<file path="src/hdl/stream_consts.svh">
`ifndef STREAM_CONSTS_SVH
`define STREAM_CONSTS_SVH

////////////////////
// Word stream layout

`define WORD_W          32
`define FLAG_W          4
`define FLAG_SOF        0       // Start of frame bit
`define FLAG_EOF        1       // End of frame bit
`define BYTES_PER_WORD  4

////////////////////
// Packet framing

`define PKT_WORDS       128     // Words per transmitted packet
`define IFG_CYCLES      12      // Min clocks with TX_EN low between packets

// Header upper half that marks a configuration frame
`define CFG_MAGIC       16'hC0F1

////////////////////
// Queue sizes

`define ADC_FIFO_DEPTH  512
`define CFG_FIFO_DEPTH  256

`endif
</file>
<file path="src/hdl/eth_stream_pkg.sv">
`default_nettype none

`include "stream_consts.svh"

package eth_stream_pkg;

	////////////////////
	// Flagged word stream, 36 bits on the MAC side

	// Payload word
	typedef logic [`WORD_W-1:0] eth_word_t;

	// Flag field, bit 0 SOF and bit 1 EOF
	// Upper two bits unused, driven zero on transmit
	typedef logic [`FLAG_W-1:0] eth_flags_t;

	////////////////////
	// GMII side

	typedef logic [7:0] gmii_byte_t;   // One TXD byte

	// Serializer FSM
	typedef enum logic [1:0]
	{
		SER_IDLE  = 2'd0,   // Waiting for a word
		SER_SHIFT = 2'd1,   // Bytes of a word on the pins
		SER_GAP   = 2'd2    // Inter-packet gap
	} ser_state_t;

endpackage

`default_nettype wire

</file>
<file path="src/hdl/rx_frame_decoder.sv">
`default_nettype none
`timescale 1ns/10ps

`include "stream_consts.svh"

module rx_frame_decoder import eth_stream_pkg::*;
(
	input  wire             GMII_GTX_CLK_int,
	input  wire             rst_n_i,

	// Receive stream from the MAC
	input  wire eth_word_t  rx_data_i,
	input  wire eth_flags_t rx_flags_i,
	input  wire             rx_valid_i,
	output logic            rx_ready_o,

	// Configuration FIFO write side
	input  wire             cfg_full_i,
	output logic            cfg_wr_o,
	output eth_word_t       cfg_data_o
);

	logic run_q;           // Low in reset and on the first clock after it
	logic cfg_frame_q;     // Inside a matching frame, past its header
	logic rx_xfer;
	logic is_sof;
	logic is_eof;
	logic magic_hit;

	// Back-pressure straight from the FIFO
	assign rx_ready_o = run_q & ~cfg_full_i;
	assign rx_xfer    = rx_valid_i & rx_ready_o;

	assign is_sof    = rx_flags_i[`FLAG_SOF];
	assign is_eof    = rx_flags_i[`FLAG_EOF];
	assign magic_hit = (rx_data_i[`WORD_W-1:`WORD_W/2] == `CFG_MAGIC);

	// Header itself is never queued
	// Word lands in the FIFO on the accepting edge
	assign cfg_wr_o   = rx_xfer & cfg_frame_q & ~is_sof;
	assign cfg_data_o = rx_data_i;

	////////////////////
	// Frame position

	always_ff @(posedge GMII_GTX_CLK_int)
	begin
		if (!rst_n_i)
		begin
			run_q       <= 1'b0;
			cfg_frame_q <= 1'b0;
		end
		else
		begin
			run_q <= 1'b1;
			if (rx_xfer)
			begin
				if (is_sof)
					cfg_frame_q <= magic_hit & ~is_eof;   // Header-only frame carries nothing
				else if (is_eof)
					cfg_frame_q <= 1'b0;
			end
		end
	end

	// Stalled word stays on offer until taken
	a_rx_held: assert property (
		@(posedge GMII_GTX_CLK_int) disable iff (!rst_n_i)
		(rx_valid_i && !rx_ready_o) |=>
			(rx_valid_i && $stable(rx_data_i) && $stable(rx_flags_i))
	);

endmodule

`default_nettype wire

</file>
<file path="config.mk">
export PLATFORM = sky130hd
export DESIGN_NAME = rx_frame_decoder
export DESIGN_NICKNAME = d
export VERILOG_FILES = /design/src/hdl/eth_stream_pkg.sv /design/src/hdl/rx_frame_decoder.sv
export VERILOG_INCLUDE_DIRS = /design/src /design/src/hdl
export SDC_FILE = /design/constraint.sdc
export NUM_CORES = 1
export LEC_CHECK = 0
export ABC_AREA = 1
export ABC_CLOCK_PERIOD_IN_PS = 950
export BUFFER_PORTS_ARGS = -buffer_cell sky130_fd_sc_hd__clkbuf_2
export CAP_MARGIN = 20
export CORE_ASPECT_RATIO = 0.9
export CORE_MARGIN = 2
export CORE_UTILIZATION = 23
export CTS_CLUSTER_DIAMETER = 50
export DETAILED_ROUTE_END_ITERATION = 16
export PLACE_DENSITY_LB_ADDON = 0.2
export SETUP_SLACK_MARGIN = 0.4
export SLEW_MARGIN = 20
export SYNTH_ARGS = -nofsm -noshare
export SYNTH_HDL_FRONTEND = slang
export SYNTH_SLANG_ARGS = --single-unit
</file>
<file path="constraint.sdc">
create_clock -name GMII_GTX_CLK_int -period 0.95 [get_ports GMII_GTX_CLK_int]
set_input_delay 0.1425 -clock GMII_GTX_CLK_int [delete_from_list [all_inputs] [get_ports GMII_GTX_CLK_int]]
set_output_delay 0.1425 -clock GMII_GTX_CLK_int [all_outputs]
set_load 0.01 [all_outputs]
</file>
Word-level counts from Yosys, hierarchy flattened --
Cells that the tools add are included.
Storage, ports and cells: flip-flop bits (word level) 2, output and inout bits 34, word-level logic and storage cells 16
Operators by class: reduce and logical (&&, ||, !) cells 2, muxes and demuxes 3, equal/unequal tests 1, bitwise logic cells 8
Operators with widths (count):
- $eq A16 B16 Y1 const B | 1
- $and A1 B1 Y1 | 5
- $mux W1 | 3
- $not A1 Y1 | 3
- $reduce_and A2 Y1 | 1
- $reduce_bool A2 Y1 | 1

Logic depth before layout (Yosys ltp) --
depth after elaboration 5, mapped depth 7, mapped depth without buffers 7

Least setup slack after synthesis --
OpenSTA, ideal clock, no wires.
kind register to output, start point reg run_q, end point out cfg_wr_o, stages on the path, launching flop included 5, buffers on the path 0, data arrival time 0.709 ns, path slack 0.099 ns, cells stage by stage dfxtp_1 -> inv_1 -> nor2_4 -> nand3_1 -> nor2_1
Between the ends: cells in the longest elaborated chain, start to end 4
Ends and longest elaborated chain:
- from (decl) | line rx_frame_decoder.sv:23 | logic run_q;
- from (signal assigned) | line rx_frame_decoder.sv:50 | run_q <= 1'b0;
- from (signal assigned) | line rx_frame_decoder.sv:55 | run_q <= 1'b1;
- $and A1 B1 Y1 | line rx_frame_decoder.sv:31 | assign rx_ready_o = run_q & ~cfg_full_i;
- net rx_ready_o | line rx_frame_decoder.sv:15 | output logic rx_ready_o,
- $and A1 B1 Y1 | line rx_frame_decoder.sv:32 | assign rx_xfer = rx_valid_i & rx_ready_o;
- $and A1 B1 Y1 (2 in series) | line rx_frame_decoder.sv:40 | assign cfg_wr_o = rx_xfer & cfg_frame_q & ~is_sof;
- to (decl) | line rx_frame_decoder.sv:19 | output logic cfg_wr_o,
The timed path passes the listed nets, and every way through them passes these cells.

Worst setup path in the final report --
start point reg run_q, end point out cfg_wr_o
Between the ends: cells in the longest elaborated chain, start to end 4
Ends and longest elaborated chain (line):
- $and A1 B1 Y1 | rx_frame_decoder.sv:31
- $and A1 B1 Y1 | rx_frame_decoder.sv:32
- $and A1 B1 Y1 (2 in series) | rx_frame_decoder.sv:40
Every way passes these cells.

==> summary.md <==
| Metric | Value |
|---|---|
| Fin crit share | `112%` |
| Initial core utilization | `between 20 and 25%` |
| Pre-antenna DRT Iters | `3` |
| Drt drc | `0` |
| Static Leak | `around 0.00028 µW` |
| Flop pwr share | `a little over a fifth` |
| Combinational fraction of design power | `between 30% and 40%` |
| Status | `finished with violations` |
| CP Cell Sequence | `inv_2 > nor2_4 > nand3_2 > nor2_2 > buf_2` |
| Die width | `49.5 µm` |
| Failing checks | `setup timing` |
| Hold Violations, Final | `0` |
| RSZ-0062 raised after global routing | `yes` |
| Routed Antenna Nets | `0` |
| Power share of the clock group | `about 44%` |
| Vias per Instance | `roughly 3.4` |
| CTS clk-pin slew, worst paths | `around 30 ps` |
| Critical-path top delay cell | `dfxtp_2` |
| Clock root buffer | `clkbuf_4` |
| Avg WL per Cell | `between 6 and 7 µm` |
| Setup violators final | `3` |
| Number of global-route vias before repair | `277` |
| Num rows | `14` |
| Ant diodes | `0` |
| Total Die Area | `about 0.0022 mm²` |
| First-pass GRT wire length | `1.04 mm` |
| Post-layout util | `a little over a quarter` |
| Crit path arrival time | `slightly above 900 ps` |
| Achievable frequency | `between 0.9 and 1 GHz` |
| Mapped Nets | `roughly 110` |
| Dpl hpwl | `about 610 µm` |
| Yosys top cell by area | `buf_4` |
| Longest Clk Path Bufs | `2` |
| Final WL | `704 µm` |
| Sequential area share after synthesis | `under 10%` |
| Req. time, crit path | `a little over 800 ps` |
| Via Count | `between 300 and 400` |
| Largest net degree at the start of global routing | `3` |
| GR Overflow Total | `0` |
| Hold Crit Class | `primary input to register` |
| CP Max Fanout | `2` |
| Hold slack | `about 38 ps` |
| Avg Cell Area, Syn | `6.48 µm²` |
| Clock sinks | `2` |
| Fraction of layout cells with a size suffix above 1 | `69.2%` |
| NetSw | `~120 µW` |
| Commonest non-fill, non-tap cell in the layout | `clkbuf_2` |
| Sw frac | `around 28%` |
| Layout Nets | `120` |
| Final setup TNS | `-218 ps` |
| Max VDD drop | `about 280 µV` |
| Area delta synth->final | `8.77%` |
| Fin crit period | `between 1000 and 1500 ps` |
| Routability cong. | `roughly 0.64` |
| CP max stage delay | `about 310 ps` |
| Initial DRC count | `5` |
| I/O Pins | `74` |
| Synthesized instance count | `66` |
| Worst-Skew Late Latency | `220 ps` |
| Worst relative slew slack | `92.7%` |
| Initial antenna violation count | `0` |
| Synthesized area | `roughly 430 µm²` |
| GRT Overall Usage | `around 6.5%` |
| IO buf count | `39` |
| CP endpoint kind | `output pin` |
| Critical path class | `register to output pin` |
| Synth warn | `0` |
| Num CTS Buffers | `3` |
| Count of cell types in the netlist | `11` |
| Int Pwr | `~300 µW` |
| Yosys reg bits | `2` |
| Power per Cell Area | `899 mW/mm²` |
| Startpoint Class | `register` |
| TritonCTS clock tree | `done` |
| Top cells by area, synth | `buf_4 (56%), dfxtp_1 (9.4%), inv_1 (7.0%)` |
| Die boundary height | `44.9 µm` |
| Worst-Margin Slew | `~110 ps` |
| MaxCap Viol Count | `0` |
| Clock Skew | `0.0324 ps` |
| H-tree Lvls | `1` |
| Area share of the largest cell type after synthesis | `roughly 56%` |
| Final Max Tran Viols | `0` |
| Core ar. | `roughly 0.0017 mm²` |
| Setup ws final | `-115 ps` |
| Commonest cells after routing, fill and taps aside | `clkbuf_2 (37), nand2_1 (8), inv_1 (7), nor2_1 (6)` |
[registers in the layout, indices dropped and copies added, names as in the netlist]
| signal | count |
|---|---|
| run_q | 1 |
| cfg_frame_q | 1 |
[synthesized netlist by cell type]
library cell,n
a21oi_2,1
buf_4,32
dfxtp_1,2
inv_1,8
inv_2,1
nand2_1,8
nand3_1,3
nand3_2,1
nor2_1,7
nor2_2,2
nor2_4,1
[worst max-delay path: cells and delay by family (launching register included)]
| family | cells | cell delay (ps) |
|---|---|---|
| flops | 1 | 310 |
| simple gates | 3 | 240 |
| buf+inv | 2 | 170 |
[cells by family after synthesis]
family / share of synthesized area [%]
buffers and inverters: 64.0
and+or+nand+nor: 24.6
DFF: 9.36
AOI/OAI and AO/OA: 2.05
[metrics by stage]
step,area [µm²],worst slack (ps),std cells,power [µW]
finish,465,-115,102,419
global route,465,-209,102,464
CTS,459,-133,102,429
detailed placement,417,82.6,97,228
global placement,417,84.7,97,228
floorplan,432,118,66,255
[worst paths after layout]
check,start,endpoint,slack [ps],cells after the start
setup reg to reg,run_q,cfg_frame_q,-60,8
hold reg to reg,cfg_frame_q,cfg_frame_q,500,2
setup / recovery,run_q,cfg_wr_o,-120,5
hold / removal,rst_n_i,run_q,40,1
[area by class of cell]
type / count / area (µm²)
fillers: 213 / 1250
flip-flops and latches: 2 / 41.3
multi-input cells: 23 / 121
clock buffers: 3 / 22.5
repair buffers: 41 / 216
well taps: 24 / 30.0
inverters: 9 / 33.8
[metal layers]
metal,GRT usage [%],vias up,wire length (µm)
met5,0,-,0
met4,6.11,0,0
met2,9.73,24,305
met3,4.30,0,128
li1,-,192,-
met1,6.04,133,270
[power by group through the flow]
| stage | Clock [µW] | Sequential [µW] | Combinational, µW |
|---|---|---|---|
| floorplan | 0 | 89.3 | 166 |
| global placement | 0 | 89.3 | 138 |
| detailed placement | 0 | 89.3 | 139 |
| CTS | 195 | 88.2 | 146 |
| global route | 215 | 88.3 | 161 |
| finish | 184 | 88.2 | 147 |
[repair_timing]
item | in CTS | in global routing
buffers inserted | 2 | 0
gates cloned | 0 | 0
endpoints found under the setup margin | 3 | 3
hold endpoints to repair | 0 | 0
pin swaps | 1 | 2
hold buffers | 0 | 0
gates resized for setup | 1 | 3
Power figures use the tool's default switching activity.
