**src/hdl/stream_consts.svh**
```systemverilog
`ifndef STREAM_CONSTS_SVH
`define STREAM_CONSTS_SVH

////////////////////
// Word stream layout

`define WORD_W          32
`define FLAG_W          4
`define FLAG_SOF        0       // Start of frame bit
`define FLAG_EOF        1       // End of frame bit
`define BYTES_PER_WORD  4

////////////////////
// Packet framing

`define PKT_WORDS       128     // Words per transmitted packet
`define IFG_CYCLES      12      // Min clocks with TX_EN low between packets

// Header upper half that marks a configuration frame
`define CFG_MAGIC       16'hC0F1

////////////////////
// Queue sizes

`define ADC_FIFO_DEPTH  512
`define CFG_FIFO_DEPTH  256

`endif
```
**src/hdl/adc_data_pkg.sv**
```systemverilog
`default_nettype none

`include "stream_consts.svh"

package adc_data_pkg;

	// One converter sample
	typedef logic [`WORD_W/2-1:0] adc_sample_t;

	// Sample pair, channel A upper half and channel B lower half
	typedef logic [`WORD_W-1:0] adc_word_t;

	// Queue occupancy, wide enough for 512 entries
	typedef logic [9:0] fifo_level_t;

endpackage

`default_nettype wire

```
**src/hdl/eth_stream_pkg.sv**
```systemverilog
`default_nettype none

`include "stream_consts.svh"

package eth_stream_pkg;

	////////////////////
	// Flagged word stream, 36 bits on the MAC side

	// Payload word
	typedef logic [`WORD_W-1:0] eth_word_t;

	// Flag field, bit 0 SOF and bit 1 EOF
	// Upper two bits unused, driven zero on transmit
	typedef logic [`FLAG_W-1:0] eth_flags_t;

	////////////////////
	// GMII side

	typedef logic [7:0] gmii_byte_t;   // One TXD byte

	// Serializer FSM
	typedef enum logic [1:0]
	{
		SER_IDLE  = 2'd0,   // Waiting for a word
		SER_SHIFT = 2'd1,   // Bytes of a word on the pins
		SER_GAP   = 2'd2    // Inter-packet gap
	} ser_state_t;

endpackage

`default_nettype wire

```
**src/hdl/packet_sender.sv**
```systemverilog
`default_nettype none
`timescale 1ns/10ps

`include "stream_consts.svh"

module packet_sender import eth_stream_pkg::*, adc_data_pkg::*;
(
	input  wire             GMII_GTX_CLK_int,
	input  wire             rst_n_i,

	// Primary source, configuration queue
	input  wire eth_word_t  pri_data_i,
	input  wire             pri_avail_i,
	output logic            pri_rd_o,

	// Secondary source, ADC queue
	input  wire adc_word_t  sec_data_i,
	input  wire             sec_avail_i,
	output logic            sec_rd_o,

	// Word stream to the serializer
	output eth_word_t       tx_data_o,
	output eth_flags_t      tx_flags_o,
	output logic            tx_valid_o,
	input  wire             tx_ready_i
);

	localparam int CW = $clog2(`PKT_WORDS);

	logic          busy_q;       // Packet in progress
	logic          sel_pri_q;    // Source of the current packet
	logic [CW-1:0] word_cnt_q;   // Index of the word on offer
	logic          start;
	logic          tx_xfer;
	logic          first_word;
	logic          last_word;

	assign first_word = (word_cnt_q == '0);
	assign last_word  = (word_cnt_q == CW'(`PKT_WORDS - 1));

	// Boundary decision, primary wins
	assign start = ~busy_q & tx_ready_i & (pri_avail_i | sec_avail_i);

	assign tx_valid_o = busy_q;
	assign tx_xfer    = busy_q & tx_ready_i;

	// Head word is held by the FIFO until popped
	assign tx_data_o = sel_pri_q ? pri_data_i : eth_word_t'(sec_data_i);

	always_comb
	begin
		tx_flags_o = '0;
		tx_flags_o[`FLAG_SOF] = first_word;
		tx_flags_o[`FLAG_EOF] = last_word;
	end

	// Pop on every accepted transfer
	assign pri_rd_o = tx_xfer & sel_pri_q;
	assign sec_rd_o = tx_xfer & ~sel_pri_q;

	////////////////////
	// Packet control

	always_ff @(posedge GMII_GTX_CLK_int)
	begin
		if (!rst_n_i)
		begin
			busy_q     <= 1'b0;
			sel_pri_q  <= 1'b0;
			word_cnt_q <= '0;
		end
		else if (start)
		begin
			busy_q     <= 1'b1;
			sel_pri_q  <= pri_avail_i;
			word_cnt_q <= '0;
		end
		else if (tx_xfer)
		begin
			if (last_word)
			begin
				busy_q     <= 1'b0;   // EOF word gone
				word_cnt_q <= '0;
			end
			else
				word_cnt_q <= word_cnt_q + 1'b1;
		end
	end

	// Offered word holds while the serializer stalls
	a_word_held: assert property (
		@(posedge GMII_GTX_CLK_int) disable iff (!rst_n_i)
		(tx_valid_o && !tx_ready_i) |=> (tx_valid_o && $stable(tx_data_o))
	);

endmodule

`default_nettype wire

```
**config.mk**
```make
export PLATFORM = sky130hd
export DESIGN_NAME = packet_sender
export DESIGN_NICKNAME = d
export VERILOG_FILES = /design/src/hdl/adc_data_pkg.sv /design/src/hdl/eth_stream_pkg.sv /design/src/hdl/packet_sender.sv
export VERILOG_INCLUDE_DIRS = /design/src /design/src/hdl
export SDC_FILE = /design/constraint.sdc
export NUM_CORES = 1
export LEC_CHECK = 0
export CORE_ASPECT_RATIO = 1.2
export CORE_MARGIN = 2
export CORE_UTILIZATION = 35
export CTS_CLUSTER_SIZE = 28
export DETAILED_ROUTE_END_ITERATION = 7
export DONT_BUFFER_PORTS = 1
export HOLD_SLACK_MARGIN = 0.15
export MAX_ROUTING_LAYER = met4
export PLACE_DENSITY = 0.54
export SYNTH_ARGS = -nofsm -noshare
export SYNTH_HDL_FRONTEND = slang
export SYNTH_SLANG_ARGS = --single-unit
```
**constraint.sdc**
```tcl
create_clock -name GMII_GTX_CLK_int -period 1.4 [get_ports GMII_GTX_CLK_int]
set_input_delay 0.28 -clock GMII_GTX_CLK_int [delete_from_list [all_inputs] [get_ports GMII_GTX_CLK_int]]
set_output_delay 0.28 -clock GMII_GTX_CLK_int [all_outputs]
set_load 0.02 [all_outputs]
```
# After elaboration in Yosys (flattened, before gate mapping)
# Cells that the tools add are included.
[totals]
register_bits = 9
in_bits = 69
output_inout_bits = 39
wordCells = 24
[classes]
n_addsub = 1
eq_ne = 1
mux = 5
bitwise_logic = 9
n_reduce_logical = 5
[op_table]
columns = ["cell", "n"]
rows = [
  ["$mux W32", 1],
  ["$add A7 B1 Y7 const B", 1],
  ["$eq A7 B7 Y1 const B", 1],
  ["$logic_not A7 Y1", 1],
  ["$mux W7", 1],
  ["$and A1 B1 Y1", 5],
  ["$reduce_bool A2 Y1", 2],
  ["$mux W1", 3],
  ["$not A1 Y1", 3],
  ["$reduce_and A2 Y1", 1],
  ["$reduce_or A2 Y1", 1],
  ["$or A1 B1 Y1", 1],
]

# Depth between registers and ports, before layout
[logic_depth]
depth_word = 5
mapped_depth = 5
ltp_nobuf = 4

# Least setup slack after synthesis
# OpenSTA, ideal clock, no wires.
[synth_path]
kind = "register to register"
start = "reg word_cnt_q[0]"
end = "reg word_cnt_q[6]"
setup_time_ps = 68
t_arrival_ps = 1308
required_time_ps = 1332
slack_ps = 24
path_stages_with_launch = 5
path_buffers = 0
synth_period_minus_slack_ps = 1376
cell_sequence = "dfxtp_1 -> ha_1 -> nand3_2 -> or4_4 -> a21oi_2"
[synth_between]
elab_chain_cells = 2
word_cells_on_any_way = 3
cone_classes = "add/sub: 1; eq/ne: 1; mux: 1"
[synth_rtl]
columns = ["item", "line", "rtl"]
rows = [
  ["from (decl)", "packet_sender.sv:32", "logic [CW-1:0] word_cnt_q;"],
  ["from (signal assigned)", "packet_sender.sv:86", "word_cnt_q <= word_cnt_q + 1'b1;"],
  ["$add A7 B1 Y7 / $eq A7 B7 Y1 (equally long branches)", "packet_sender.sv:86, packet_sender.sv:39", ""],
  ["$mux W7 *", "packet_sender.sv:80", "if (last_word)"],
]
# Every way passes the cells marked *; elsewhere a longest branch is shown, timed or not.
# A chain may end at the register's enable or synchronous reset.

# Final worst setup path
[layout_path]
start = "reg word_cnt_q[0]"
end = "out tx_flags_o[1]"
[layout_between]
elab_chain_cells = 1
[layout_rtl]
columns = ["item", "line", "rtl"]
rows = [
  ["$eq A7 B7 Y1", "packet_sender.sv:39", "assign last_word = (word_cnt_q == CW'(`PKT_WORDS - 1));"],
  ["to (decl)", "packet_sender.sv:23", "output eth_flags_t tx_flags_o,"],
]
# Every way passes these cells.

==> results.sh <==
export IMPL_status="complete, but fails checks"
export IMPL_violations="setup timing"
export IMPL_min_from="tx_ready_i"
export IMPL_drv_cap=0
export IMPL_cts_tree="yes"
export IMPL_grt_pass1_vias=826
export IMPL_core_um2=2477
export IMPL_clk_path_buf_depth=2
export IMPL_switching_share=0.3616
export IMPL_yosys_warnings=0
export IMPL_ys_async_sr_fraction=0
export IMPL_drv_slew=0
export IMPL_root_buffer="clkbuf_4"
export IMPL_grt_usage=0.2060
export IMPL_max_freq_ghz=0.6312
export IMPL_power_frac_clock=0.238
export IMPL_via_per_inst=5.894
export IMPL_yosys_register_bits=9
export IMPL_cts_inserted_buffers=3
export IMPL_clk_pin_slew_worst_paths_ps=70
export IMPL_seqPwrFrac=0.307
export IMPL_detail_route_iter0_violations=21
export IMPL_synthCells=101
export IMPL_die_h_um=59.54
export IMPL_port_buffers=0
export IMPL_finalNetCount=190
export IMPL_critPathLaunchType="flop"
export IMPL_vias=890
export IMPL_ios=108
export IMPL_synth_cell_types=29
export IMPL_clock_latency_ps=270
export IMPL_hpwl_mm=2.178
export IMPL_cts_sinks=9
export IMPL_reg2reg_to="word_cnt_q[6]$_SDFFE_PP0P_"
export IMPL_place_congestion=0.7878
export IMPL_r2r_cells=6
export IMPL_r2r_setup_slack_ps=-150
export IMPL_total_power_w=0.0008998
export IMPL_die_w_um=50.28
export IMPL_grt_setup_unrepaired="true"
export IMPL_antenna_found_initial=0
export IMPL_fin_util=0.5636
export IMPL_netlist_area_um2=899.6
export IMPL_area_delta_synth_final_pct=55.22
export IMPL_cp_end_kind="output pin"
export IMPL_intPower_w=0.0005744
export IMPL_required_ps=1120
export IMPL_p_leak_nw=0.5587
export IMPL_overflow=0
export IMPL_final_area_um2=1396
export IMPL_routedWlPerCell_um=21.25
export IMPL_powerDensity_nw_per_um2=644.4
export IMPL_cp_max_fo=2
export IMPL_grt_pass1_wl_mm=4.402
export IMPL_hold_path_class="input pin to flop"
export IMPL_row_count=20
export IMPL_setup_viol=36
export IMPL_h_tree_depth=1
export IMPL_r2r_start="word_cnt_q[0]$_SDFFE_PP0P_"
export IMPL_final_cells=151
export IMPL_fin_skew_ps=6.708
export IMPL_finalCritPeriodShare=1.132
export IMPL_antenna_cells=0
export IMPL_hold_depth=2
export IMPL_drc=0
export IMPL_grt_max_degree=18
export IMPL_syn_area_per_cell_um2=8.907
export IMPL_wirelength_mm=3.208
export IMPL_p_comb_frac=0.455
export IMPL_ir_drop_v=0.0004616
export IMPL_worstHoldEndpoint="word_cnt_q[1]$_SDFFE_PP0P_"
export IMPL_power_switching_w=0.0003254
export IMPL_dpl_cell_area_um2=977.2
export IMPL_drtAntennaViolNets=0
export IMPL_synth_edf_count=0
export IMPL_finalHoldViolCount=0
export IMPL_post_route_min_period_ps=1584
export IMPL_fin_ws_ps=-184.2
export IMPL_dp_cells=136
export IMPL_synth_ff_type="dfxtp_1"
export IMPL_dieArea_um2=2993
export IMPL_synth_seq_area_share=0.2003
export IMPL_worstSetupPathType="flop to output pin"
export IMPL_dr_pass1_iters=4
export IMPL_arrival_ps=1300
export IMPL_drive_gt1_frac=0.6441
export IMPL_start_util=0.3631
==> kinds of logic after synthesis <==
kind of cell    count (synthesis)  synth area share
compound gates                 17            0.1210
xor+xnor                        1          0.009738
fa+ha+maj                       2           0.02781
buf+inv                        14           0.08623
flops                           9            0.2003
mux                            32            0.4006
other cells                     1          0.004168
simple gates                   25            0.1502
==> through the flow <==
step	setup WS, ps	setup TNS [ps]	hold slack, ps
final	-184.2	-4365	169.7
after global routing	-219.1	-6129	173.2
after CTS	-183.7	-3815	170.6
after detailed placement	-1.703	-1.703	430.0
after global placement	56.52	0	430.9
after floorplan	23.95	0	415.7
==> sequential cells by signal, summed over array words and instances (netlist names) <==
| name | count |
|---|---|
| word_cnt_q | 7 |
| sel_pri_q | 1 |
| tx_valid_o | 1 |
==> cells in the mapped netlist (all sizes together) (2+ instances only) <==
| library cell | n | area share |
|---|---|---|
| a211oi | 2 | 0.017 |
| nand2 | 4 | 0.017 |
| or3 | 3 | 0.022 |
| ha | 2 | 0.028 |
| nor3 | 2 | 0.011 |
| a21oi | 4 | 0.026 |
| nand3 | 5 | 0.033 |
| inv | 4 | 0.017 |
| nor2 | 6 | 0.025 |
| dfxtp | 9 | 0.20 |
| o21ai | 6 | 0.033 |
| mux2 | 32 | 0.40 |
| buf | 10 | 0.070 |
| o2111ai | 2 | 0.019 |
==> layout by cell type, fill, tap and decap left out, drive strengths merged <==
cell / Yosys / final
ha: 2 / 2
o21ai: 6 / 6
nand3b: 1 / 1
nand3: 5 / 5
o31ai: 1 / 1
nand2b: 1 / 1
nand2: 4 / 4
and3: 1 / 1
o21a: 1 / 1
conb: 1 / 2
dfxtp: 9 / 9
a211oi: 2 / 2
nor3: 2 / 2
xnor2: 1 / 1
o2111ai: 2 / 2
mux2: 32 / 32
dlygate4sd3: 0 / 1
nor2: 6 / 6
clkbuf: 0 / 7
or3: 3 / 3
or4: 1 / 1
buf: 10 / 18
a21oi: 4 / 4
nand4: 1 / 1
a21boi: 1 / 1
inv: 4 / 4
==> routing by layer <==
metal,GRT usage,wire (um)
met5,-,0
met4,0.05952,28
met3,0.09848,421
met2,0.3477,1613
met1,0.2123,1145
==> what timing repair did <==
action | CTS | global route
gates resized for setup | 61 | 5
hold buffers | 1 | 0
setup endpoints to repair | 37 | 38
cloned | 2 | 3
endpoints found under the hold margin | 2 | 0
pin swaps | 3 | 7
buffers inserted | 6 | 0
==> area by class of cell <==
cell class / instances / area [um2]
Fill cell: 216 / 1081
Timing Repair Buffer: 22 / 284.0
Inverter: 4 / 20.02
Clock buffer: 4 / 26.28
Multi-Input combinational cell: 79 / 837.1
Tap cell: 33 / 41.29
Sequential cell: 9 / 187.7
==> power by group through the flow <==
| stage | combinational (W) | clock (W) | sequential [W] |
|---|---|---|---|
| floorplan | 0.000265 | 0 | 0.000272 |
| global placement | 0.000292 | 0 | 0.000273 |
| detailed placement | 0.000293 | 0 | 0.000273 |
| CTS | 0.000391 | 0.000219 | 0.000272 |
| global route | 0.000426 | 0.000233 | 0.000278 |
| finish | 0.000410 | 0.000214 | 0.000276 |
==> worst max path at each step <==
stage	from	end	slack, ps	cells after the start
floorplan	word_cnt_q[0]$_SDFFE_PP0P_	word_cnt_q[6]$_SDFFE_PP0P_	20	4
global placement	word_cnt_q[0]$_SDFFE_PP0P_	word_cnt_q[6]$_SDFFE_PP0P_	60	4
detailed placement	word_cnt_q[0]$_SDFFE_PP0P_	word_cnt_q[6]$_SDFFE_PP0P_	-2	4
CTS	word_cnt_q[1]$_SDFFE_PP0P_	tx_flags_o[0]	-180	6
global route	word_cnt_q[0]$_SDFFE_PP0P_	tx_flags_o[1]	-220	6
finish	word_cnt_q[0]$_SDFFE_PP0P_	tx_flags_o[1]	-180	6
==> worst max-delay path, cell delays in order, from the launching register on <==
cell,delay (ps)
dfxtp_2,350
buf_6,100
ha_4,140
nand3_4,80
buf_6,140
nor2_4,90
buf_6,130
No activity file was read; power rests on OpenSTA's default activity.
