**src/hdl/stream_consts.svh**
```systemverilog
`ifndef STREAM_CONSTS_SVH
`define STREAM_CONSTS_SVH

////////////////////
// Word stream layout

`define WORD_W          32
`define FLAG_W          4
`define FLAG_SOF        0       // Start of frame bit
`define FLAG_EOF        1       // End of frame bit
`define BYTES_PER_WORD  4

////////////////////
// Packet framing

`define PKT_WORDS       128     // Words per transmitted packet
`define IFG_CYCLES      12      // Min clocks with TX_EN low between packets

// Header upper half that marks a configuration frame
`define CFG_MAGIC       16'hC0F1

////////////////////
// Queue sizes

`define ADC_FIFO_DEPTH  512
`define CFG_FIFO_DEPTH  256

`endif
```
**src/hdl/eth_stream_pkg.sv**
```systemverilog
`default_nettype none

`include "stream_consts.svh"

package eth_stream_pkg;

	////////////////////
	// Flagged word stream, 36 bits on the MAC side

	// Payload word
	typedef logic [`WORD_W-1:0] eth_word_t;

	// Flag field, bit 0 SOF and bit 1 EOF
	// Upper two bits unused, driven zero on transmit
	typedef logic [`FLAG_W-1:0] eth_flags_t;

	////////////////////
	// GMII side

	typedef logic [7:0] gmii_byte_t;   // One TXD byte

	// Serializer FSM
	typedef enum logic [1:0]
	{
		SER_IDLE  = 2'd0,   // Waiting for a word
		SER_SHIFT = 2'd1,   // Bytes of a word on the pins
		SER_GAP   = 2'd2    // Inter-packet gap
	} ser_state_t;

endpackage

`default_nettype wire

```
**src/hdl/gmii_byte_serializer.sv**
```systemverilog
`default_nettype none
`timescale 1ns/10ps

`include "stream_consts.svh"

module gmii_byte_serializer import eth_stream_pkg::*;
(
	input  wire             GMII_GTX_CLK_int,
	input  wire             rst_n_i,

	input  wire eth_word_t  tx_data_i,
	input  wire eth_flags_t tx_flags_i,
	input  wire             tx_valid_i,
	output logic            tx_ready_o,

	// Registered GMII pins
	output gmii_byte_t      gmii_txd_o,
	output logic            gmii_tx_en_o
);

	localparam int BW     = $clog2(`BYTES_PER_WORD);
	localparam int GW     = $clog2(`IFG_CYCLES);
	localparam int BYTE_W = $bits(gmii_byte_t);

	ser_state_t    state_q;
	eth_word_t     shift_q;       // Bytes still to go, MSB aligned
	logic [BW-1:0] byte_cnt_q;    // Byte currently on the pins
	logic [GW-1:0] gap_cnt_q;
	logic          eof_q;         // Word on the pins ends the packet
	logic          last_byte;
	logic          tx_xfer;

	assign last_byte = (byte_cnt_q == BW'(`BYTES_PER_WORD - 1));

	// Next word accepted during the fourth byte keeps bytes contiguous
	assign tx_ready_o = (state_q == SER_IDLE) ||
	                    ((state_q == SER_SHIFT) && last_byte && !eof_q);
	assign tx_xfer    = tx_valid_i & tx_ready_o;

	////////////////////
	// FSM and TX_EN

	always_ff @(posedge GMII_GTX_CLK_int)
	begin
		if (!rst_n_i)
		begin
			state_q      <= SER_IDLE;
			byte_cnt_q   <= '0;
			gap_cnt_q    <= '0;
			eof_q        <= 1'b0;
			gmii_tx_en_o <= 1'b0;
		end
		else if (tx_xfer)
		begin
			state_q      <= SER_SHIFT;
			byte_cnt_q   <= '0;
			eof_q        <= tx_flags_i[`FLAG_EOF];
			gmii_tx_en_o <= 1'b1;   // Alongside the first byte
		end
		else
		begin
			case (state_q)
				SER_SHIFT:
				begin
					if (!last_byte)
						byte_cnt_q <= byte_cnt_q + 1'b1;
					else
					begin
						gmii_tx_en_o <= 1'b0;
						gap_cnt_q    <= '0;
						state_q      <= eof_q ? SER_GAP : SER_IDLE;
					end
				end
				SER_GAP:
				begin
					gap_cnt_q <= gap_cnt_q + 1'b1;
					if (gap_cnt_q == GW'(`IFG_CYCLES - 1))
						state_q <= SER_IDLE;
				end
				default: ;
			endcase
		end
	end

	// Byte path, MSB first
	always_ff @(posedge GMII_GTX_CLK_int)
	begin
		if (tx_xfer)
		begin
			gmii_txd_o <= tx_data_i[`WORD_W-1 -: BYTE_W];
			shift_q    <= tx_data_i << BYTE_W;
		end
		else if ((state_q == SER_SHIFT) && !last_byte)
		begin
			gmii_txd_o <= shift_q[`WORD_W-1 -: BYTE_W];
			shift_q    <= shift_q << BYTE_W;
		end
	end

	// Every fall of TX_EN is a packet end
	a_ifg_held: assert property (
		@(posedge GMII_GTX_CLK_int) disable iff (!rst_n_i)
		$fell(gmii_tx_en_o) |-> !gmii_tx_en_o [*`IFG_CYCLES]
	);

endmodule

`default_nettype wire

```
**config.mk**
```make
export PLATFORM = sky130hd
export DESIGN_NAME = gmii_byte_serializer
export DESIGN_NICKNAME = d
export VERILOG_FILES = /design/src/hdl/eth_stream_pkg.sv /design/src/hdl/gmii_byte_serializer.sv
export VERILOG_INCLUDE_DIRS = /design/src /design/src/hdl
export SDC_FILE = /design/constraint.sdc
export NUM_CORES = 1
export LEC_CHECK = 0
export BUFFER_PORTS_ARGS = -buffer_cell sky130_fd_sc_hd__buf_4
export CAP_MARGIN = 20
export CORE_UTILIZATION = 30
export DETAILED_ROUTE_END_ITERATION = 12
export SYNTH_ARGS = -nofsm -noshare
export SYNTH_HDL_FRONTEND = slang
export SYNTH_SLANG_ARGS = --single-unit
export TNS_END_PERCENT = 50
```
**constraint.sdc**
```tcl
create_clock -name GMII_GTX_CLK_int -period 4.6 [get_ports GMII_GTX_CLK_int]
set_input_delay 0.92 -clock GMII_GTX_CLK_int [delete_from_list [all_inputs] [get_ports GMII_GTX_CLK_int]]
set_output_delay 0.92 -clock GMII_GTX_CLK_int [all_outputs]
set_load 0.05 [all_outputs]
```
# --- Word-level counts from Yosys, hierarchy flattened ---
# Index checks and enable logic that the tools add are counted.
totals:
  register_bits: 42
  latch_bits: 0
  ram_bits: 0
  rom_bits: 0
  out_inout_bits: 10
  word_cells: 54
  n_memories: 0
classes:
  n_addsub: 2
  multipliers: 0
  n_div: 0
  magnitude_cmp: 0
  eq_ne: 8
  shift: 0
  muxes: 14
  bitwise_logic: 4
  n_reduce_logical: 18
ops:
  columns: ["op", "n"]
  rows:
  - ["$mux W32", 2]
  - ["$mux W8", 2]
  - ["$reduce_and A3 Y1", 3]
  - ["$pmux W4 S2", 1]
  - ["$reduce_bool A2 Y1", 4]
  - ["$mux W2", 3]
  - ["$ne A3 B3 Y1 const B", 2]
  - ["$add A4 B1 Y4 const B", 1]
  - ["$eq A2 B2 Y1 const B", 2]
  - ["$eq A4 B4 Y1 const B", 1]
  - ["$mux W1", 4]
  - ["$mux W4", 1]
  - ["$ne A2 B2 Y1 const B", 2]
  - ["$pmux W2 S2", 1]
  - ["$reduce_and A2 Y1", 2]
  - ["$logic_and A1 B1 Y1", 3]
  - ["$not A1 Y1", 3]
  - ["$reduce_bool A3 Y1", 1]
  - ["$add A2 B1 Y2 const B", 1]
  - ["$eq A2 B1 Y1 const B", 1]
  - ["$logic_not A1 Y1", 2]
  - ["$logic_not A2 Y1", 1]
  - ["$reduce_or A2 Y1", 1]
  - ["$and A1 B1 Y1", 1]
  - ["$logic_or A1 B1 Y1", 1]

# --- Logic depth before layout (Yosys ltp) ---
# Gate-level depths: netlist of the first run.
logic_depth:
  depth_word: 7
  depth_mapped: 8

# --- Worst setup path after synthesis of the first run ---
# OpenSTA, ideal clock, no wires.
synth_timing:
  path_kind: "input port to flip-flop"
  startpoint: "input tx_valid_i"
  endpoint: "register gmii_txd_o[0], enable pin"
  arrival_time_ns: 1.947
  required_time_ns: 4.211
  setup_slack_ns: 2.264
  stages: 4
  cell_sequence: "o21ai_2 > buf_4 > buf_6 > nand2_1"
synth_via:
  elab_chain_len: 2
synth_rtl:
  columns: ["element", "line_no", "rtl"]
  rows:
  - ["start, declared", "gmii_byte_serializer.sv:13", "input wire tx_valid_i,"]
  - ["$and A1 B1 Y1", "gmii_byte_serializer.sv:38", "assign tx_xfer = tx_valid_i & tx_ready_o;"]
  - ["$reduce_bool A2 Y1 (no source line)", null, null]
  - ["end signal, assigned", "gmii_byte_serializer.sv:90", "gmii_txd_o <= tx_data_i[`WORD_W-1 -: BYTE_W];"]
  - ["end signal, assigned", "gmii_byte_serializer.sv:95", "gmii_txd_o <= shift_q[`WORD_W-1 -: BYTE_W];"]
  - ["end, declared", "gmii_byte_serializer.sv:17", "output gmii_byte_t gmii_txd_o,"]
# Every way passes these cells.
# A chain may end at the register's enable or synchronous reset.

# --- Worst setup path in the final report of the first run ---
layout_timing:
  startpoint: "register state_q[1]"
  endpoint: "output tx_ready_o"
layout_via:
  elab_chain_len: 4
  word_cells_on_any_way: 5
  cone_classes: "1 x eq/ne; 4 x reduce/logical"
layout_rtl:
  columns: ["element", "line_no", "rtl"]
  rows:
  - ["start, declared", "gmii_byte_serializer.sv:25", "ser_state_t state_q;"]
  - ["start signal, assigned", "gmii_byte_serializer.sv:71", "state_q <= eof_q ? SER_GAP : SER_IDLE;"]
  - ["$eq A2 B1 Y1", "gmii_byte_serializer.sv:37", "((state_q == SER_SHIFT) && last_byte && !eof_q);"]
  - ["$logic_and A1 B1 Y1 (2 in series)", "gmii_byte_serializer.sv:37", null]
  - ["$logic_or A1 B1 Y1 *", "gmii_byte_serializer.sv:36", "assign tx_ready_o = (state_q == SER_IDLE) ||"]
  - ["end, declared", "gmii_byte_serializer.sv:14", "output logic tx_ready_o,"]
# Mark *: on every way between the ends. The rest lies on a longest branch, timed or not.

==> impl_metrics.csv, run 1 <==
group,metric,value,unit
route,drc_errors,0,
layout,syn_to_final_growth,24.8,%
critical_path,crit_family,"simple AND/OR/NAND/NOR gates",
sta,setup_viol,0,
yosys,ys_ff_latch,42,
place,placed_cells,297,
yosys,avgSynthCellArea,10.4,µm²
floorplan,rows,28,
grt,met3_usage,0.0367,
power_and_ir_drop,leakage,1.04,nW
critical_path,slowest_stage,"dfxtp_1",
layout,finalNonFillerCells,305,
yosys,synth_cells,183,
sta,clock_skew,0.00681,ns
critical_path,worst-path-max-fanout,5,
floorplan,initial_core_util,0.316,
grt,grt-busiest-layer,"met2",
clock_network,postCtsSetupBuffers,0,
sta,setup-tns-final,0,ns
grt,grt_max_degree,34,
worst_hold_path,worstHoldPathType,"flop to flop",
route,first_pass_iters,4,
sta,rsz0062_at_grt,"no",
route,drt_iter0_markers,92,
yosys,ys.flop_type,"edfxtp_1",
clock_network,cts-root-buf,"clkbuf_8",
clock_network,clkTransAtPathRegs,0.08,ns
critical_path,max_stage_delay,0.36,ns
layout,fin_util,0.394,
critical_path,path_buf_inv,2,
grt,grt_use_met2,0.178,
yosys,synth_warnings,0,
grt,use_met1,0.130,
outcome,status,"finished, final reports clean",
yosys,synthDistinctLibCells,31,
sta,worstMarginPinSlew,0.595,ns
clock_network,numCtsBuffers,5,
route,wl_per_cell,11.1,µm
place,gp_congestion,0.772,
clock_network,clock_sinks,42,
route,drt-total-wl,3370,µm
grt,grt_pass1_vias,1220,
layout,final_layout_size_suffix_gt1_frac,0.248,
layout,final_cell_mix,"nand2_1 (80), buf_4 (47), edfxtp_1 (32)",
grt,grt_pass1_wl,5290,µm
layout,fill_cells,628,
sta,slew_headroom,0.603,
floorplan,die_h,81.6,µm
layout,fin_nets,273,
floorplan,die-area,0.00667,mm²
critical_path,arrival,1.66,ns
clock_network,hold_buffers,0,
flow_run,drv_cap,0,
floorplan,core,0.00603,mm²
yosys,syn-cell-area,0.00190,mm²
sta,hold_violations,0,
clock_network,clockBufferDepth,2,
power_and_ir_drop,powerDensity,360,mW/mm²
critical_path,cp_cell_sequence,"inv_1, ha_1, and3b_1, or2_2, buf_4",
grt,grt-ovfl-total,0,
sta,hold_ws,0.459,ns
grt,grt_use_total,0.107,
route,via_per_inst,4.39,
critical_path,worst-setup-path-type,"flop to output pin",
sta,layout_worst_path_cycle_share,0.561,
power_and_ir_drop,peakVddDrop,142,µV
layout,n_antenna_cell,0,
power_and_ir_drop,finalPower,855,µW
clock_network,cts_htree_levels,2,
yosys,syn-num-nets,227,
place,io_buffers,45,
yosys,synth_edf_count,32,
grt,antenna_found_initial,0,
clock_network,cts_tree,"done",
critical_path,startpoint_type,"flop",
route,ant_nets,0,
clock_network,clkLatencyLatePin,0.28,ns
clock_network,ctsResizeCount,0,
route,via_count,1338,
yosys,synthArstFlopShare,0,
layout,final_common_cell,"nand2_1",
sta,slew_violations,0,
floorplan,die_w,81.6,µm
sta,clock.fmax,387,MHz
place,hpwl,2250,µm
sta,min_period,2.58,ns
critical_path,cp_data_required_time,3.68,ns
floorplan,pin_count,49,
critical_path,cp-end-kind,"output pin",
yosys,ys_seq_area_frac,0.610,
cell families after synthesis:
logic type / Yosys count / share of synthesized area
simple gates: 106 / 0.244
flops: 42 / 0.610
compound gates: 16 / 0.0572
buf+inv: 10 / 0.0355
fa+ha+maj: 5 / 0.0329
mux: 3 / 0.0158
xor+xnor: 1 / 0.00460
cell usage after synthesis, types with 2 or more instances:
master	n	area share
a21boi_1	4	0.016
and2_1	10	0.033
buf_2	3	0.0079
buf_4	3	0.012
buf_6	2	0.012
dfxtp_1	10	0.11
edfxtp_1	32	0.50
ha_1	5	0.033
inv_1	2	0.0039
mux2i_1	3	0.016
nand2_1	80	0.16
nand4_1	2	0.0066
nand4b_1	2	0.0092
nor2_1	3	0.0059
nor2b_1	3	0.0099
o21ai_0	3	0.0079
o21ai_1	2	0.0053
power breakdown:
part	internal, mW	leakage [nW]	switching [mW]	total [mW]
clock network	0.104	0.0416	0.123	0.227
registers	0.460	0.405	0.0103	0.471
logic	0.0580	0.598	0.0997	0.158
path summary, 6_finish.rpt:
check | startpoint | to | slack (ns) | depth (start not counted)
hold / removal | gmii_tx_en_o | gmii_tx_en_o | 0.46 | 2
hold reg to reg | gmii_tx_en_o | gmii_tx_en_o | 0.46 | 2
setup reg to reg | state_q[1] | shift_q[11] | 2.59 | 7
setup / recovery | state_q[1] | tx_ready_o | 2.02 | 5
metal layers:
layer	share of wire	wire length, µm	vias to the layer above
li1	-	-	704
met1	0.48	1620	590
met2	0.45	1500	38
met3	0.058	197	6
met4	0.014	46	0
met5	0	0	-
worst reg2reg max path: stages, from the launching register on:
cell and delay, ns:
dfxtp_1 0.33, inv_1 0.08, ha_1 0.25, and3b_1 0.25, o21ai_2 0.06, buf_4 0.23
nand2_1 0.10, buf_4 0.36
stage by stage:
stage / area [µm²] / worst slack (ns)
after floorplan: 1900 / 2.26
after global placement: 2290 / 2.35
after detailed placement: 2290 / 2.34
after CTS: 2370 / 2.01
after global routing: 2370 / 1.93
final: 2370 / 2.02
state kept, by name (all words and copies together) (netlist names):
name          cells
byte_cnt_q        2
eof_q             1
gap_cnt_q         4
gmii_tx_en_o      1
gmii_txd_o        8
shift_q          24
state_q           2
final cells by class:
type                            count  area [µm²]  area share
Multi-Input combinational cell    131         674       0.284
Timing Repair Buffer               47         353       0.149
Inverter                            2        7.51     0.00316
Sequential cell                    42        1160       0.489
Clock inverter                      3        16.3     0.00685
Tap cell                           75        93.8      0.0395
Clock buffer                        5        68.8      0.0290
No activity file was read; power rests on OpenSTA's default activity.
==> inputs of run 2 (changes only) <==
Settings changed: ABC_AREA set to 1.
Clock period 4.6 ns to 2.2 ns, I/O delays scaled along.
==> impl_metrics.csv, run 2 <==
group,metric,value,unit
floorplan,rows,28,
sta,layout_worst_path_cycle_share,0.845,
route,drt-total-wl,3340,µm
layout,largest_reg_flops,24,
place,dp_slack,0.441,ns
sta,setup_viol,0,
sta,rsz0062_at_grt,"no",
critical_path,startpoint_type,"flop",
route,first_pass_iters,4,
yosys,synthArstFlopShare,0,
place,placed_cells,321,
critical_path,cp-end-kind,"output pin",
grt,grt_pass1_vias,1258,
sta,clock.fmax,538,MHz
worst_hold_path,worstHoldPathType,"primary input to flop",
grt,antenna_found_initial,0,
place,gp_congestion,0.785,
layout,fill_cells,610,
layout,finalNonFillerCells,329,
clock_network,cts_htree_levels,2,
critical_path,r2r_start,"state_q[1]",
power_and_ir_drop,powerDensity,801,mW/mm²
yosys,synth_top_area_frac,0.508,
layout,fin_nets,297,
power_and_ir_drop,finalPower,1.94,mW
clock_network,ctsResizeCount,0,
power_and_ir_drop,leakage,1.12,nW
place,hpwl,2330,µm
clock_network,clockBufferDepth,2,
layout,regMostFlops,"shift_q",
worst_hold_path,hp-start,"tx_data_i[15]",
layout,top_regs,"shift_q x24, gmii_txd_o x8, gap_cnt_q x4",
sta,slew_headroom,0.742,
clock_network,cts_tree,"done",
layout,fin_util,0.405,
route,wl_per_cell,10.1,µm
route,ant_nets,0,
layout,final_layout_size_suffix_gt1_frac,0.236,
layout,syn_to_final_growth,28.2,%
yosys,ys_seq_area_frac,0.613,
clock_network,hold_buffers,0,
grt,grt-ovfl-total,0,
place,place_area,0.00232,mm²
critical_path,arrival,1.42,ns
yosys,synth_cells,204,
sta,clock_skew,0.00398,ns
grt,grt_pass1_wl,5640,µm
route,drt_iter0_markers,56,
critical_path,worst-setup-path-type,"flop to output pin",
grt,grt_use_total,0.114,
layout,final_cell_mix,"nand2_1 (88), buf_4 (47), edfxtp_1 (32)",
yosys,ys.flop_type,"edfxtp_1",
yosys,syn-num-nets,248,
sta,worst_slack,0.342,ns
route,via_count,1359,
route,via_per_inst,4.13,
flow_run,drv_cap,0,
place,io_buffers,45,
yosys,syn-cell-area,0.00189,mm²
floorplan,die-area,0.00663,mm²
yosys,synth.area.top_cells,"edfxtp_1 (51%), nand2_1 (18%), dfxtp_1 (11%)",
layout,final_cell_area,0.00243,mm²
yosys,synth_most_common_cell,"nand2_1",
clock_network,clkTransAtPathRegs,0.07,ns
clock_network,numCtsBuffers,5,
floorplan,die_w,81.4,µm
critical_path,cp_data_required_time,1.76,ns
clock_network,clock_sinks,42,
sta,hold_ws,0.413,ns
power_and_ir_drop,peakVddDrop,335,µV
sta,slew_violations,0,
yosys,synth_common_cells,"nand2_1 (89), edfxtp_1 (32), inv_1 (21)",
yosys,yosys.area.top_type,"edfxtp_1",
clock_network,clkLatencyLatePin,0.29,ns
critical_path,worst-path-max-fanout,6,
yosys,synth_warnings,0,
yosys,synthDistinctLibCells,20,
clock_network,postCtsSetupBuffers,0,
yosys,synth_edf_count,32,
layout,final_common_cell,"nand2_1",
outcome,status,"finished, final reports clean",
clock_network,cts-root-buf,"clkbuf_8",
floorplan,die_h,81.4,µm
grt,grt_max_degree,33,
sta,min_period,1.86,ns
route,drc_errors,0,
critical_path,critPathLaunch,"state_q[1]",
sta,setup-tns-final,0,ns
floorplan,core,0.00599,mm²
floorplan,initial_core_util,0.316,
yosys,avgSynthCellArea,9.28,µm²
floorplan,pin_count,49,
sta,worstMarginPinSlew,0.387,ns
layout,n_antenna_cell,0,
sta,hold_violations,0,
yosys,ys_ff_latch,42,
## run 2: cell types whose count changed in the layout (fill, tap and decap cells not counted), sizes merged, moves of 3 or more
cell,previous run,this run
o21ai,6,3
nand3,1,5
a21boi,4,0
nor2,3,13
a21oi,1,8
nand2,80,92
and2,10,0
inv,2,22
nor2b,3,0
mux2i,3,0
## run 2: layer usage
metal / global-route usage / wire length, µm / vias up
li1: - / - / 750
met1: 0.136 / 1500 / 560
met2: 0.186 / 1560 / 44
met3: 0.0289 / 212 / 5
met4: 0.0643 / 62 / 0
met5: 0 / 0 / -
## run 2: power breakdown
part,switching (mW),internal (mW),total [mW]
combinational,0.227,0.131,0.359
sequential,0.0251,0.970,0.995
clock,0.250,0.340,0.590
total,0.503,1.44,1.94
## run 2: path summary, 6_finish.rpt
kind	depth (start not counted)	slack [ns]	endpoint
setup reg to reg	8	0.47	shift_q[27]
hold / removal	3	0.41	shift_q[23]
setup / recovery	5	0.34	tx_ready_o
hold reg to reg	2	0.46	gmii_tx_en_o
## run 2: cells by family after synthesis
group,count (synthesis),synth area share
and+or+nand+nor,115,0.247
DFF,42,0.613
buffers and inverters,28,0.0654
AOI/OAI and AO/OA,13,0.0370
adders and majority gates,5,0.0330
xor gates and xnor gates,1,0.00463
## run 2: layout make-up
class	instances	area (µm²)	area share
Sequential cell	42	1160	0.478
Multi-Input combinational cell	134	611	0.252
Timing Repair Buffer	48	373	0.154
Tap cell	75	93.8	0.0387
Inverter	22	82.6	0.0340
Clock buffer	7	76.3	0.0314
Clock inverter	1	30.0	0.0124
## run 2: worst max-delay path, stage by stage (launching register included)
cell and delay, ns:
dfxtp_1 0.33, inv_1 0.08, ha_1 0.27, nand3_1 0.13, nand2_2 0.11, buf_4 0.21
